==> src/hdl/rv_core_pkg.sv <==
// RV32I core shared definitions
// opcodes, ALU and control select codes, and the instruction-word formats
package rv_core_pkg;

    localparam int xlen = 32;

    // major opcodes
    localparam logic [6:0] op_lui    = 7'b0110111;
    localparam logic [6:0] op_auipc  = 7'b0010111;
    localparam logic [6:0] op_jal    = 7'b1101111;
    localparam logic [6:0] op_jalr   = 7'b1100111;
    localparam logic [6:0] op_branch = 7'b1100011;
    localparam logic [6:0] op_load   = 7'b0000011;
    localparam logic [6:0] op_store  = 7'b0100011;
    localparam logic [6:0] op_imm    = 7'b0010011;
    localparam logic [6:0] op_reg    = 7'b0110011;

    typedef enum logic [3:0] {
        alu_add,
        alu_sub,
        alu_sll,
        alu_slt,
        alu_sltu,
        alu_xor,
        alu_srl,
        alu_sra,
        alu_or,
        alu_and,
        alu_pass_b
    } alu_function_t;

    typedef enum logic [1:0] {
        wb_alu,
        wb_load,
        wb_pc_plus_4
    } wb_select_t;

    typedef enum logic [1:0] {
        branch_sequential,
        branch_conditional,
        branch_jal,
        branch_jalr
    } branch_kind_t;

    typedef struct packed {
        logic [6:0] funct7;
        logic [4:0] rs2;
        logic [4:0] rs1;
        logic [2:0] funct3;
        logic [4:0] rd;
        logic [6:0] opcode;
    } r_type_t;

    typedef struct packed {
        logic [11:0] imm_11_0;
        logic [4:0]  rs1;
        logic [2:0]  funct3;
        logic [4:0]  rd;
        logic [6:0]  opcode;
    } i_type_t;

    typedef struct packed {
        logic [6:0] imm_11_5;
        logic [4:0] rs2;
        logic [4:0] rs1;
        logic [2:0] funct3;
        logic [4:0] imm_4_0;
        logic [6:0] opcode;
    } s_type_t;

    // branch offset bits are scattered across the word
    typedef struct packed {
        logic       imm_12;
        logic [5:0] imm_10_5;
        logic [4:0] rs2;
        logic [4:0] rs1;
        logic [2:0] funct3;
        logic [3:0] imm_4_1;
        logic       imm_11;
        logic [6:0] opcode;
    } b_type_t;

    typedef struct packed {
        logic [19:0] imm_31_12;
        logic [4:0]  rd;
        logic [6:0]  opcode;
    } u_type_t;

    typedef struct packed {
        logic       imm_20;
        logic [9:0] imm_10_1;
        logic       imm_11;
        logic [7:0] imm_19_12;
        logic [4:0] rd;
        logic [6:0] opcode;
    } j_type_t;

    typedef union packed {
        r_type_t r_type;
        i_type_t i_type;
        s_type_t s_type;
        b_type_t b_type;
        u_type_t u_type;
        j_type_t j_type;
    } inst_word_t;

endpackage

==> src/hdl/regfile.sv <==
// register file, 32 x 32 bits
// two combinational read ports, one write port, x0 reads as zero
`timescale 1ns/1ps

module regfile (
    input  logic                        clock,
    input  logic                        arst_n,
    input  logic                        write_enable,
    input  logic [4:0]                  rd_address,
    input  logic [4:0]                  rs1_address,
    input  logic [4:0]                  rs2_address,
    input  logic [rv_core_pkg::xlen-1:0] rd_data,
    output logic [rv_core_pkg::xlen-1:0] rs1_data,
    output logic [rv_core_pkg::xlen-1:0] rs2_data
);

    import rv_core_pkg::*;

    // x1 to x31 only
    logic [xlen-1:0] registers [31:1];

    always_ff @(posedge clock or negedge arst_n) begin
        if (!arst_n) begin
            for (int i = 1; i < 32; i++) begin
                registers[i] <= '0;
            end
        end else if (write_enable && rd_address != 5'd0) begin
            registers[rd_address] <= rd_data;
        end
    end

    // no bypass of the write data
    assign rs1_data = (rs1_address == 5'd0) ? '0 : registers[rs1_address];
    assign rs2_data = (rs2_address == 5'd0) ? '0 : registers[rs2_address];

endmodule

==> src/hdl/alu.sv <==
// integer ALU for the RV32I operations
// shifts take the low 5 bits of operand_b, zero flag feeds branch compare
`timescale 1ns/1ps

module alu (
    input  rv_core_pkg::alu_function_t   alu_function,
    input  logic [rv_core_pkg::xlen-1:0] operand_a,
    input  logic [rv_core_pkg::xlen-1:0] operand_b,
    output logic [rv_core_pkg::xlen-1:0] result,
    output logic                         result_equal_zero
);

    import rv_core_pkg::*;

    logic [4:0] shift_amount;

    assign shift_amount = operand_b[4:0];

    always_comb begin
        case (alu_function)
            alu_add:
                result = operand_a + operand_b;
            alu_sub:
                result = operand_a - operand_b;
            alu_sll:
                result = operand_a << shift_amount;
            alu_slt:
                result = {{(xlen-1){1'b0}}, $signed(operand_a) < $signed(operand_b)};
            alu_sltu:
                result = {{(xlen-1){1'b0}}, operand_a < operand_b};
            alu_xor:
                result = operand_a ^ operand_b;
            alu_srl:
                result = operand_a >> shift_amount;
            alu_sra:
                result = $unsigned($signed(operand_a) >>> shift_amount);
            alu_or:
                result = operand_a | operand_b;
            alu_and:
                result = operand_a & operand_b;
            // lui passes the immediate straight through
            alu_pass_b:
                result = operand_b;
            default:
                result = '0;
        endcase
    end

    assign result_equal_zero = (result == '0);

endmodule

==> src/hdl/instruction_decoder.sv <==
// RV32I instruction decoder
// splits the instruction word, builds the immediate, drives data path control
`timescale 1ns/1ps

module instruction_decoder (
    input  rv_core_pkg::inst_word_t      instruction,
    output logic [rv_core_pkg::xlen-1:0] immediate,
    output logic [4:0]                   rs1_address,
    output logic [4:0]                   rs2_address,
    output logic [4:0]                   rd_address,
    output logic                         regfile_write_enable,
    output logic                         data_write_enable,
    output logic                         operand_a_select,
    output logic                         operand_b_select,
    output rv_core_pkg::alu_function_t   alu_function,
    output rv_core_pkg::wb_select_t      wb_select,
    output rv_core_pkg::branch_kind_t    branch_kind,
    output logic [2:0]                   branch_funct3
);

    import rv_core_pkg::*;

    logic [6:0]      opcode;
    logic [2:0]      funct3;
    logic            alternate;
    logic [xlen-1:0] imm_i;
    logic [xlen-1:0] imm_s;
    logic [xlen-1:0] imm_b;
    logic [xlen-1:0] imm_u;
    logic [xlen-1:0] imm_j;

    // alternate picks sub over add and sra over srl
    function automatic alu_function_t alu_from_funct3(input logic [2:0] f3, input logic alt);
        case (f3)
            3'b000:  return alt ? alu_sub : alu_add;
            3'b001:  return alu_sll;
            3'b010:  return alu_slt;
            3'b011:  return alu_sltu;
            3'b100:  return alu_xor;
            3'b101:  return alt ? alu_sra : alu_srl;
            3'b110:  return alu_or;
            default: return alu_and;
        endcase
    endfunction

    assign opcode        = instruction.r_type.opcode;
    assign funct3        = instruction.r_type.funct3;
    assign alternate     = instruction.r_type.funct7[5];
    assign rs1_address   = instruction.r_type.rs1;
    assign rs2_address   = instruction.r_type.rs2;
    assign rd_address    = instruction.r_type.rd;
    assign branch_funct3 = funct3;

    assign imm_i = {{20{instruction.i_type.imm_11_0[11]}}, instruction.i_type.imm_11_0};
    assign imm_s = {{20{instruction.s_type.imm_11_5[6]}}, instruction.s_type.imm_11_5,
                    instruction.s_type.imm_4_0};
    assign imm_b = {{20{instruction.b_type.imm_12}}, instruction.b_type.imm_11,
                    instruction.b_type.imm_10_5, instruction.b_type.imm_4_1, 1'b0};
    assign imm_u = {instruction.u_type.imm_31_12, 12'b0};
    assign imm_j = {{12{instruction.j_type.imm_20}}, instruction.j_type.imm_19_12,
                    instruction.j_type.imm_11, instruction.j_type.imm_10_1, 1'b0};

    always_comb begin
        // unknown opcodes retire as a no-op
        immediate            = '0;
        regfile_write_enable = 1'b0;
        data_write_enable    = 1'b0;
        operand_a_select     = 1'b0;
        operand_b_select     = 1'b1;
        alu_function         = alu_add;
        wb_select            = wb_alu;
        branch_kind          = branch_sequential;
        case (opcode)
            op_lui: begin
                immediate            = imm_u;
                regfile_write_enable = 1'b1;
                alu_function         = alu_pass_b;
            end
            op_auipc: begin
                immediate            = imm_u;
                regfile_write_enable = 1'b1;
                operand_a_select     = 1'b1;
            end
            op_jal: begin
                immediate            = imm_j;
                regfile_write_enable = 1'b1;
                wb_select            = wb_pc_plus_4;
                branch_kind          = branch_jal;
            end
            op_jalr: begin
                immediate            = imm_i;
                regfile_write_enable = 1'b1;
                wb_select            = wb_pc_plus_4;
                branch_kind          = branch_jalr;
            end
            op_branch: begin
                immediate        = imm_b;
                operand_b_select = 1'b0;
                branch_kind      = branch_conditional;
                // compare by sub for eq/ne, by slt/sltu for the ordered tests
                case (funct3[2:1])
                    2'b10:   alu_function = alu_slt;
                    2'b11:   alu_function = alu_sltu;
                    default: alu_function = alu_sub;
                endcase
            end
            op_load: begin
                immediate            = imm_i;
                regfile_write_enable = 1'b1;
                wb_select            = wb_load;
            end
            op_store: begin
                immediate         = imm_s;
                data_write_enable = 1'b1;
            end
            op_imm: begin
                immediate            = imm_i;
                regfile_write_enable = 1'b1;
                alu_function = alu_from_funct3(funct3, alternate && funct3 == 3'b101);
            end
            op_reg: begin
                regfile_write_enable = 1'b1;
                operand_b_select     = 1'b0;
                alu_function         = alu_from_funct3(funct3, alternate);
            end
            default: begin
                branch_kind = branch_sequential;
            end
        endcase
    end

endmodule

==> src/hdl/singlecycle_datapath.sv <==
// single-cycle data path
// pc register, next-pc and branch resolution, operand and writeback muxes
`timescale 1ns/1ps

module singlecycle_datapath (
    input  logic                         clock,
    input  logic                         arst_n,
    output logic [rv_core_pkg::xlen-1:0] instruction_address,
    input  logic [rv_core_pkg::xlen-1:0] data_read_data,
    output logic [rv_core_pkg::xlen-1:0] data_address,
    output logic [rv_core_pkg::xlen-1:0] data_write_data,
    input  logic [rv_core_pkg::xlen-1:0] immediate,
    input  logic [4:0]                   rs1_address,
    input  logic [4:0]                   rs2_address,
    input  logic [4:0]                   rd_address,
    input  logic                         regfile_write_enable,
    input  logic                         operand_a_select,
    input  logic                         operand_b_select,
    input  rv_core_pkg::alu_function_t   alu_function,
    input  rv_core_pkg::wb_select_t      wb_select,
    input  rv_core_pkg::branch_kind_t    branch_kind,
    input  logic [2:0]                   branch_funct3
);

    import rv_core_pkg::*;

    logic [xlen-1:0] pc;
    logic [xlen-1:0] next_pc;
    logic [xlen-1:0] pc_plus_4;
    logic [xlen-1:0] pc_plus_immediate;

    logic [xlen-1:0] rs1_data;
    logic [xlen-1:0] rs2_data;
    logic [xlen-1:0] rd_data;

    logic [xlen-1:0] alu_operand_a;
    logic [xlen-1:0] alu_operand_b;
    logic [xlen-1:0] alu_result;
    logic            alu_result_equal_zero;

    logic            condition;
    logic            branch_taken;

    always_ff @(posedge clock or negedge arst_n) begin
        if (!arst_n) begin
            pc <= '0;
        end else begin
            pc <= next_pc;
        end
    end

    assign instruction_address = pc;
    assign pc_plus_4           = pc + xlen'(4);
    assign pc_plus_immediate   = pc + immediate;

    assign alu_operand_a = operand_a_select ? pc : rs1_data;
    assign alu_operand_b = operand_b_select ? immediate : rs2_data;

    assign data_address    = alu_result;
    assign data_write_data = rs2_data;

    // funct3[2] set means an ordered compare, slt result nonzero when less
    // funct3[0] inverts for bne, bge and bgeu
    assign condition    = branch_funct3[2] ? !alu_result_equal_zero : alu_result_equal_zero;
    assign branch_taken = (branch_funct3[2:1] != 2'b01) && (condition ^ branch_funct3[0]);

    always_comb begin
        case (branch_kind)
            branch_conditional: next_pc = branch_taken ? pc_plus_immediate : pc_plus_4;
            branch_jal:         next_pc = pc_plus_immediate;
            branch_jalr:        next_pc = {alu_result[xlen-1:1], 1'b0};
            default:            next_pc = pc_plus_4;
        endcase
    end

    always_comb begin
        case (wb_select)
            wb_load:      rd_data = data_read_data;
            wb_pc_plus_4: rd_data = pc_plus_4;
            default:      rd_data = alu_result;
        endcase
    end

    regfile regfile (
        .clock        (clock),
        .arst_n       (arst_n),
        .write_enable (regfile_write_enable),
        .rd_address   (rd_address),
        .rs1_address  (rs1_address),
        .rs2_address  (rs2_address),
        .rd_data      (rd_data),
        .rs1_data     (rs1_data),
        .rs2_data     (rs2_data)
    );

    alu alu (
        .alu_function      (alu_function),
        .operand_a         (alu_operand_a),
        .operand_b         (alu_operand_b),
        .result            (alu_result),
        .result_equal_zero (alu_result_equal_zero)
    );

endmodule

==> src/hdl/simple_core.sv <==
// single-cycle RV32I core top level
// joins the decoder and the data path to the instruction and data memory ports
`timescale 1ns/1ps

module simple_core (
    input  logic                         clock,
    input  logic                         arst_n,
    output logic [rv_core_pkg::xlen-1:0] pc,
    input  logic [rv_core_pkg::xlen-1:0] instruction,
    output logic [rv_core_pkg::xlen-1:0] data_address,
    output logic [rv_core_pkg::xlen-1:0] data_write_data,
    output logic                         data_write_enable,
    input  logic [rv_core_pkg::xlen-1:0] data_read_data
);

    import rv_core_pkg::*;

    // decoder to data path control
    logic [xlen-1:0] immediate;
    logic [4:0]      rs1_address;
    logic [4:0]      rs2_address;
    logic [4:0]      rd_address;
    logic            regfile_write_enable;
    logic            store_enable;
    logic            operand_a_select;
    logic            operand_b_select;
    alu_function_t   alu_function;
    wb_select_t      wb_select;
    branch_kind_t    branch_kind;
    logic [2:0]      branch_funct3;

    // no memory write while the core is held in reset
    assign data_write_enable = store_enable && arst_n;

    instruction_decoder instruction_decoder (
        .instruction          (instruction),
        .immediate            (immediate),
        .rs1_address          (rs1_address),
        .rs2_address          (rs2_address),
        .rd_address           (rd_address),
        .regfile_write_enable (regfile_write_enable),
        .data_write_enable    (store_enable),
        .operand_a_select     (operand_a_select),
        .operand_b_select     (operand_b_select),
        .alu_function         (alu_function),
        .wb_select            (wb_select),
        .branch_kind          (branch_kind),
        .branch_funct3        (branch_funct3)
    );

    singlecycle_datapath singlecycle_datapath (
        .clock                (clock),
        .arst_n               (arst_n),
        .instruction_address  (pc),
        .data_read_data       (data_read_data),
        .data_address         (data_address),
        .data_write_data      (data_write_data),
        .immediate            (immediate),
        .rs1_address          (rs1_address),
        .rs2_address          (rs2_address),
        .rd_address           (rd_address),
        .regfile_write_enable (regfile_write_enable),
        .operand_a_select     (operand_a_select),
        .operand_b_select     (operand_b_select),
        .alu_function         (alu_function),
        .wb_select            (wb_select),
        .branch_kind          (branch_kind),
        .branch_funct3        (branch_funct3)
    );

endmodule

==> config.mk <==
export PLATFORM = sky130hd
export DESIGN_NAME = simple_core
export DESIGN_NICKNAME = d
export VERILOG_FILES = /design/src/hdl/rv_core_pkg.sv /design/src/hdl/regfile.sv /design/src/hdl/alu.sv /design/src/hdl/instruction_decoder.sv /design/src/hdl/singlecycle_datapath.sv /design/src/hdl/simple_core.sv
export SDC_FILE = /design/constraint.sdc
export NUM_CORES = 2
export LEC_CHECK = 0
export BUFFER_PORTS_ARGS = -buffer_cell sky130_fd_sc_hd__buf_2
export CAP_MARGIN = 10
export CORE_ASPECT_RATIO = 0.8
export CORE_UTILIZATION = 55
export CTS_CLUSTER_DIAMETER = 150
export CTS_CLUSTER_SIZE = 12
export DETAILED_ROUTE_END_ITERATION = 8
export HOLD_SLACK_MARGIN = 0.15
export PLACE_DENSITY = 0.81
export SLEW_MARGIN = 20
export SYNTH_ARGS = -nofsm -noshare
export SYNTH_HDL_FRONTEND = slang
export SYNTH_SLANG_ARGS = --single-unit
export TNS_END_PERCENT = 50
==> constraint.sdc <==
create_clock -name clock -period 17.4 [get_ports clock]
set_input_delay 4.35 -clock clock [delete_from_list [all_inputs] [get_ports clock]]
set_output_delay 4.35 -clock clock [all_outputs]
set_load 0.02 [all_outputs]
---- After elaboration in Yosys (flattened, before gate mapping) ----
Cells that the tools add are included.
storage, ports and cells
  bits in registers ....................... 1,024
  latch bits .............................. 0
  bits in writable memories ............... 0
  memory bits (read-only) ................. 0
  memories kept ........................... 0
cells by class
  add/sub/neg operators ................... 4
  $mul .................................... 0
  divide/modulo/power cells ............... 0
  order comparisons ....................... 6
  equality and inequality tests ........... 33
  shifts and indexed selects .............. 3
  mux-type cells .......................... 30
  bitwise gates (word level) .............. 4
  reduce and logical (&&, ||, !) cells .... 17
operators with widths
  kind                                                                           number
  992-bit bitwise mux                                                            1
  32-bit case mux with 11 select lines                                           1
  32-bit binary-select mux with 5-bit select                                     2
  32-bit 2-to-1 mux                                                              8
  32-bit demux with 5-bit select                                                 1
  32-bit case mux with 5 select lines                                            1
  32-bit case mux with 3 select lines                                            1
  32-bit adder                                                                   2
  32-bit less-than comparator                                                    2
  32-bit case mux with 2 select lines                                            1
  4-bit case mux with 7 select lines                                             2
  32-bit by 3-bit adder with 32-bit output (second input constant)               1
  32-bit bitwise AND                                                             1
  32-bit zero test                                                               1
  32-bit bitwise OR                                                              1
  32-bit by 5-bit << shifter with 32-bit output                                  1
  32-bit by 5-bit right shift with 32-bit output                                 1
  32-bit by 5-bit >>> shifter with 32-bit output                                 1
  32-bit subtractor                                                              1
  32-bit XOR                                                                     1
  7-bit by 6-bit equality test with 1-bit output (second input constant)         3
  7-bit equality test (second input constant)                                    3
  5-bit by 6-bit less-than comparator with 1-bit output (second input constant)  3
  4-bit by 3-bit equality test with 1-bit output (second input constant)         4
  27 further kinds                                                               53

---- Longest topological paths before layout ----
  depth in word-level cells ............... 14
  mapped depth ............................ 39

---- Hierarchy ----
From an unflattened synthesis, not the netlist that was laid out.
unflattened totals
  cells, all modules ...................... 5,892
  area total of the unflattened synthesis .. 69,217.6 um^2
modules (own cells, without submodules)
  module                times used  cells each  area an instance (um^2)  sequential area each (um^2)
  regfile               1           3,681       53,356.2                 24,823.8
  alu                   1           1,451       9,979.6                  0.0
  singlecycle_datapath  1           637         5,007.3                  800.8
  instruction_decoder   1           122         868.3                    0.0
  simple_core           1           1           6.3                      0.0

---- Worst setup path before layout ----
OpenSTA, ideal clock, no wires.
  path kind ............................... input to output
  start point ............................. input instruction[20] (netlist name)
  end point ............................... output data_address[31] (netlist name)
  arrival time ............................ 12,434 ps
  data required time ...................... 13,050 ps
  setup slack ............................. 616 ps
  cell stages on the path ................. 30
  cells stage by stage .................... buf_2 buf_2 buf_6 buf_6 buf_4 buf_2 buf_2 buf_2 buf_1 clkbuf_1 buf_1 mux2i_1 o21ai_0 mux4_2 mux2_2 and2_1 a21oi_1 ha_1 a21o_1 nor2b_1 o21ai_0 a31oi_1 o21ai_0 o41ai_1 o41a_1 and3_1 o41a_1 a2111oi_0 nor4_1 a31oi_1
between the ends
  longest elaborated chain between the ends .. 6
  elaborated cells on any way between the ends .. 15
ends and longest elaborated chain
  item                                               line                        source
  start: declaration                                 simple_core.sv:9            input logic [rv_core_pkg::xlen-1:0] instruction,
  32-bit binary-select mux with 5-bit select         regfile.sv:34               assign rs2_data = (rs2_address == 5'd0) ? '0 : registers[rs2_address];
  32-bit 2-to-1 mux (implied by the code)            regfile.sv:34
  32-bit 2-to-1 mux *                                regfile.sv:34
  net data_write_data (one bit)                      simple_core.sv:11           output logic [rv_core_pkg::xlen-1:0] data_write_data,
  32-bit 2-to-1 mux *                                singlecycle_datapath.sv:57  assign alu_operand_b = operand_b_select ? immediate : rs2_data;
  32-bit subtractor or 32-bit adder (tied branches)  alu.sv:24, alu.sv:22
  32-bit case mux with 11 select lines *             alu.sv:20                   case (alu_function)
  end: declaration                                   simple_core.sv:10           output logic [rv_core_pkg::xlen-1:0] data_address,
The timed path passes the listed nets; every way through them passes the cells marked *. The select of a mux whose other input is x is not followed.

---- Worst setup path after layout ----
  start point ............................. input instruction[20] (netlist name)
  end point ............................... output data_address[31] (netlist name)
between the ends
  longest elaborated chain between the ends .. 6
  elaborated cells on any way between the ends .. 15
ends and longest elaborated chain
  item                                             line                        source
  32-bit binary-select mux with 5-bit select       regfile.sv:34
  32-bit 2-to-1 mux (implied by the code)          regfile.sv:34
  32-bit 2-to-1 mux                                regfile.sv:34
  32-bit 2-to-1 mux *                              singlecycle_datapath.sv:57
  32-bit subtractor, or another cell as far along  alu.sv:24                   result = operand_a - operand_b;
  32-bit case mux with 11 select lines *           alu.sv:20
Every way passes the cells marked *; elsewhere a longest branch is shown, timed or not. The select of a mux whose other input is x is not followed.

==> reports/metrics.yaml <==
clock_tree:
  cts_resized: 0
  hold_buffers: 0
  cts_made_buffers: 95
  cts.sinks: 1024
  cts_setup_buffers: 0
  cts_tree: "yes"
  h-tree-depth: 3
  clock_path_buffers: 3
  root_buffer: "clkbuf_16"
  path_clk_slew_ps: 60
  clkLatencyLatePin_ps: 750
synthesis:
  synth_top_cell_area_share_pct: 39.14
  async_reset_ff_share_pct: 100.0
  synth_area_leader_cell: "dfrtp_1"
  synth.distinct_cells: 102
  yosys_register_bits: 1024
  syn_nets: 6799
  synthesis.area_um2: 65470
  yosys-top-cells-area: "dfrtp_1 (39%), mux4_2 (18%), o21ai_0 (9.0%)"
  synth_warnings: 0
  synth_area_per_cell_um2: 9.937
  synth-edff-count: 0
  synthCells: 6588
  yosysSeqAreaShare_pct: 39.14
  synthFlopType: "dfrtp_1"
placement:
  hpwl_mm: 195.4
  place_ws_ps: 1400
  globalplace.congestion: 1.105
  io_buffers: 162
global_routing:
  grt_util_all_layers_pct: 47.76
  grt_pass1_wl_mm: 414.2
  grt_overflow: 0
  antenna_found_initial: 17
  grt_max_degree: 182
  grt_pass1_vias: 57520
critical_path:
  r2r_start: "singlecycle_datapath.regfile.registers[448]"
  critPathArrivalTime_ps: 11920
  reg2reg_slack_ps: 6990
  slowest_stage: "mux4_2"
  path_class: "in2out"
  ff2ff_path_depth: 27
  r2r-end: "singlecycle_datapath.instruction_address[16]"
  cpMostUsedCell: "o21ai_0"
  crit_path_start_kind: "input pin"
  slowest_delay_ps: 570
  end_kind: "output pin"
  path_cells: "buf_8 > buf_4 > buf_4 > mux4_2 > mux4_2 > mux2i_1 > nand2_1 > o21ai_0 > inv_1 > ha_1 > nor2b_1 > o21a_1 > o21ai_0 > and2_1 > nand3b_1 > o21ai_0 > o41ai_1 > o41a_1 > and3_1 > o41a_1 > a2111oi_0 > nor4_1 > a31oi_1 > buf_2"
  cp_max_fo: 45
  cp.required_ps: 13050
timing:
  fin_worst_skew_ps: 55.39
  final.setup.tns_ps: 0
  fmax_mhz: 61.47
  slew_violations: 0
  finalCritPeriodShare_pct: 93.50
  timing.final.hold_violations: 0
  final-setup-viol-count: 0
  worst_pin_slew_ps: 1381
  layout_setup_ws_ps: 1131
  maxSlewHeadroom_pct: 7.516
  period_minus_slack_ps: 16270
  grt_setup_unrepaired: "no"
floorplan:
  ioPinCount: 163
  dieWidth_um: 387.7
  rows: 112
  dieArea_um2: 120400
  core_area_um2: 117300
  start_util_pct: 55.81
  die_h_um: 310.6
route:
  drc: 0
  vias: 59795
  drtAntennaViolNets: 0
  first_pass_iters: 9
  wl_per_cell_um: 36.35
  drt_iter0_markers: 9096
  vias_per_cell: 7.501
  wl_mm: 289.8
cells_and_area:
  fin_util_pct: 59.93
  layout_commonest_cell: "nand2_1"
  final_cell_mix: "nand2_1 (1,243), o21ai_0 (1,171), dfrtp_1 (1,024)"
  drive_gt1_share_pct: 18.74
  fin_nets: 6631
  area_delta_synth_final_pct: 7.383
power_and_ir_drop:
  peakVddDrop_mv: 0.09524
  power_density_nw_per_um2: 80.66
  power.leakage_nw: 30.46
outcome:
  status: "complete, no violations"
min_path:
  whs_path_depth: 2
  hold_path_startpoint: "singlecycle_datapath.regfile.registers[173]"
  min_to: "singlecycle_datapath.regfile.registers[173]"
  worstHoldPathType: "reg2reg"
flow_run:
  maxCapViolCount: 0
-- cell families after synthesis --
group | Yosys count | share of synthesized area [%]
DFF | 1024 | 39.14
xor gates and xnor gates | 69 | 0.9231
buffers and inverters | 753 | 4.912
adders and majority gates | 145 | 2.806
muxes | 825 | 22.68
and+or+nand+nor | 1867 | 11.99
AOI/OAI and AO/OA | 1905 | 17.55
-- registers in the layout, indices dropped and copies added (netlist names) --
register	flops
singlecycle_datapath.instruction_address	32
singlecycle_datapath.regfile.registers	992
-- worst max-delay path: cells and delay by family --
kind,cells,cell delay [ps]
muxes,3,1360
and+or+nand+nor,6,780
AOI/OAI and AO/OA,9,3140
buffers and inverters,5,1790
adders and majority gates,1,350
-- synthesized netlist by cell type, types with 35 or more instances --
library cell	number
and3_1	37
nand2_1	1272
ha_1	142
mux4_2	519
a22oi_1	43
o211ai_1	63
clkbuf_1	438
nor3_1	56
dfrtp_1	1024
inv_1	144
mux2i_1	231
buf_2	79
a22o_1	35
a21o_1	44
a21oi_1	137
o21ai_0	1171
xnor2_1	36
mux2_2	75
nor2_1	242
o22ai_1	50
buf_1	40
o221ai_1	36
nand3_1	77
-- per-layer routing --
metal / GRT usage (%) / part of all wire (%) / routed length, um / up-vias
met1: 64.10 / 37 / 107000 / 29758
met5: 0.03953 / 0.039 / 114 / -
met2: 65.23 / 41 / 117900 / 5145
met3: 17.07 / 14 / 41500 / 1153
met4: 31.39 / 8.0 / 23240 / 18
li1: - / - / - / 23721
-- worst max path at each step --
stage | startpoint | end | slack (ps) | cells past startpoint
finish | instruction[20] | data_address[31] | 1130 | 24
detailed placement | instruction[15] | data_address[31] | 1400 | 22
global route | instruction[20] | data_address[0] | 790 | 24
CTS | instruction[15] | data_address[31] | 1370 | 22
global placement | instruction[15] | data_address[31] | 1410 | 22
floorplan | instruction[20] | data_address[31] | 620 | 30
-- final cells by class --
cell class                 instances  area [um^2]
sequential                      1024        25620
tap                             1539         1926
antenna                            7        17.52
clock inverter                     6        123.9
fill                            9424        46990
multi-input combinational       4811        37320
clock buffer                      97         2427
timing repair buffer             336         2282
inverter                         152        573.1
-- metrics by stage --
stage               total power [mW]  instances  cell area [um^2]  hold WS, ps
floorplan                      3.268       6588             65470        460.4
global placement               3.707       7862             67690        473.1
detailed placement             3.731       7862             67700        485.9
CTS                            5.618       7965             70250        501.4
global route                   5.800       7965             70280        519.0
finish                         5.671       7972             70300        501.7
-- report_power, final --
group	total [mW]	switching [mW]	internal, mW
clock network	1.93	0.943	0.986
registers	2.62	0.149	2.48
logic	1.12	0.744	0.373
No activity file was read; power rests on OpenSTA's default activity.
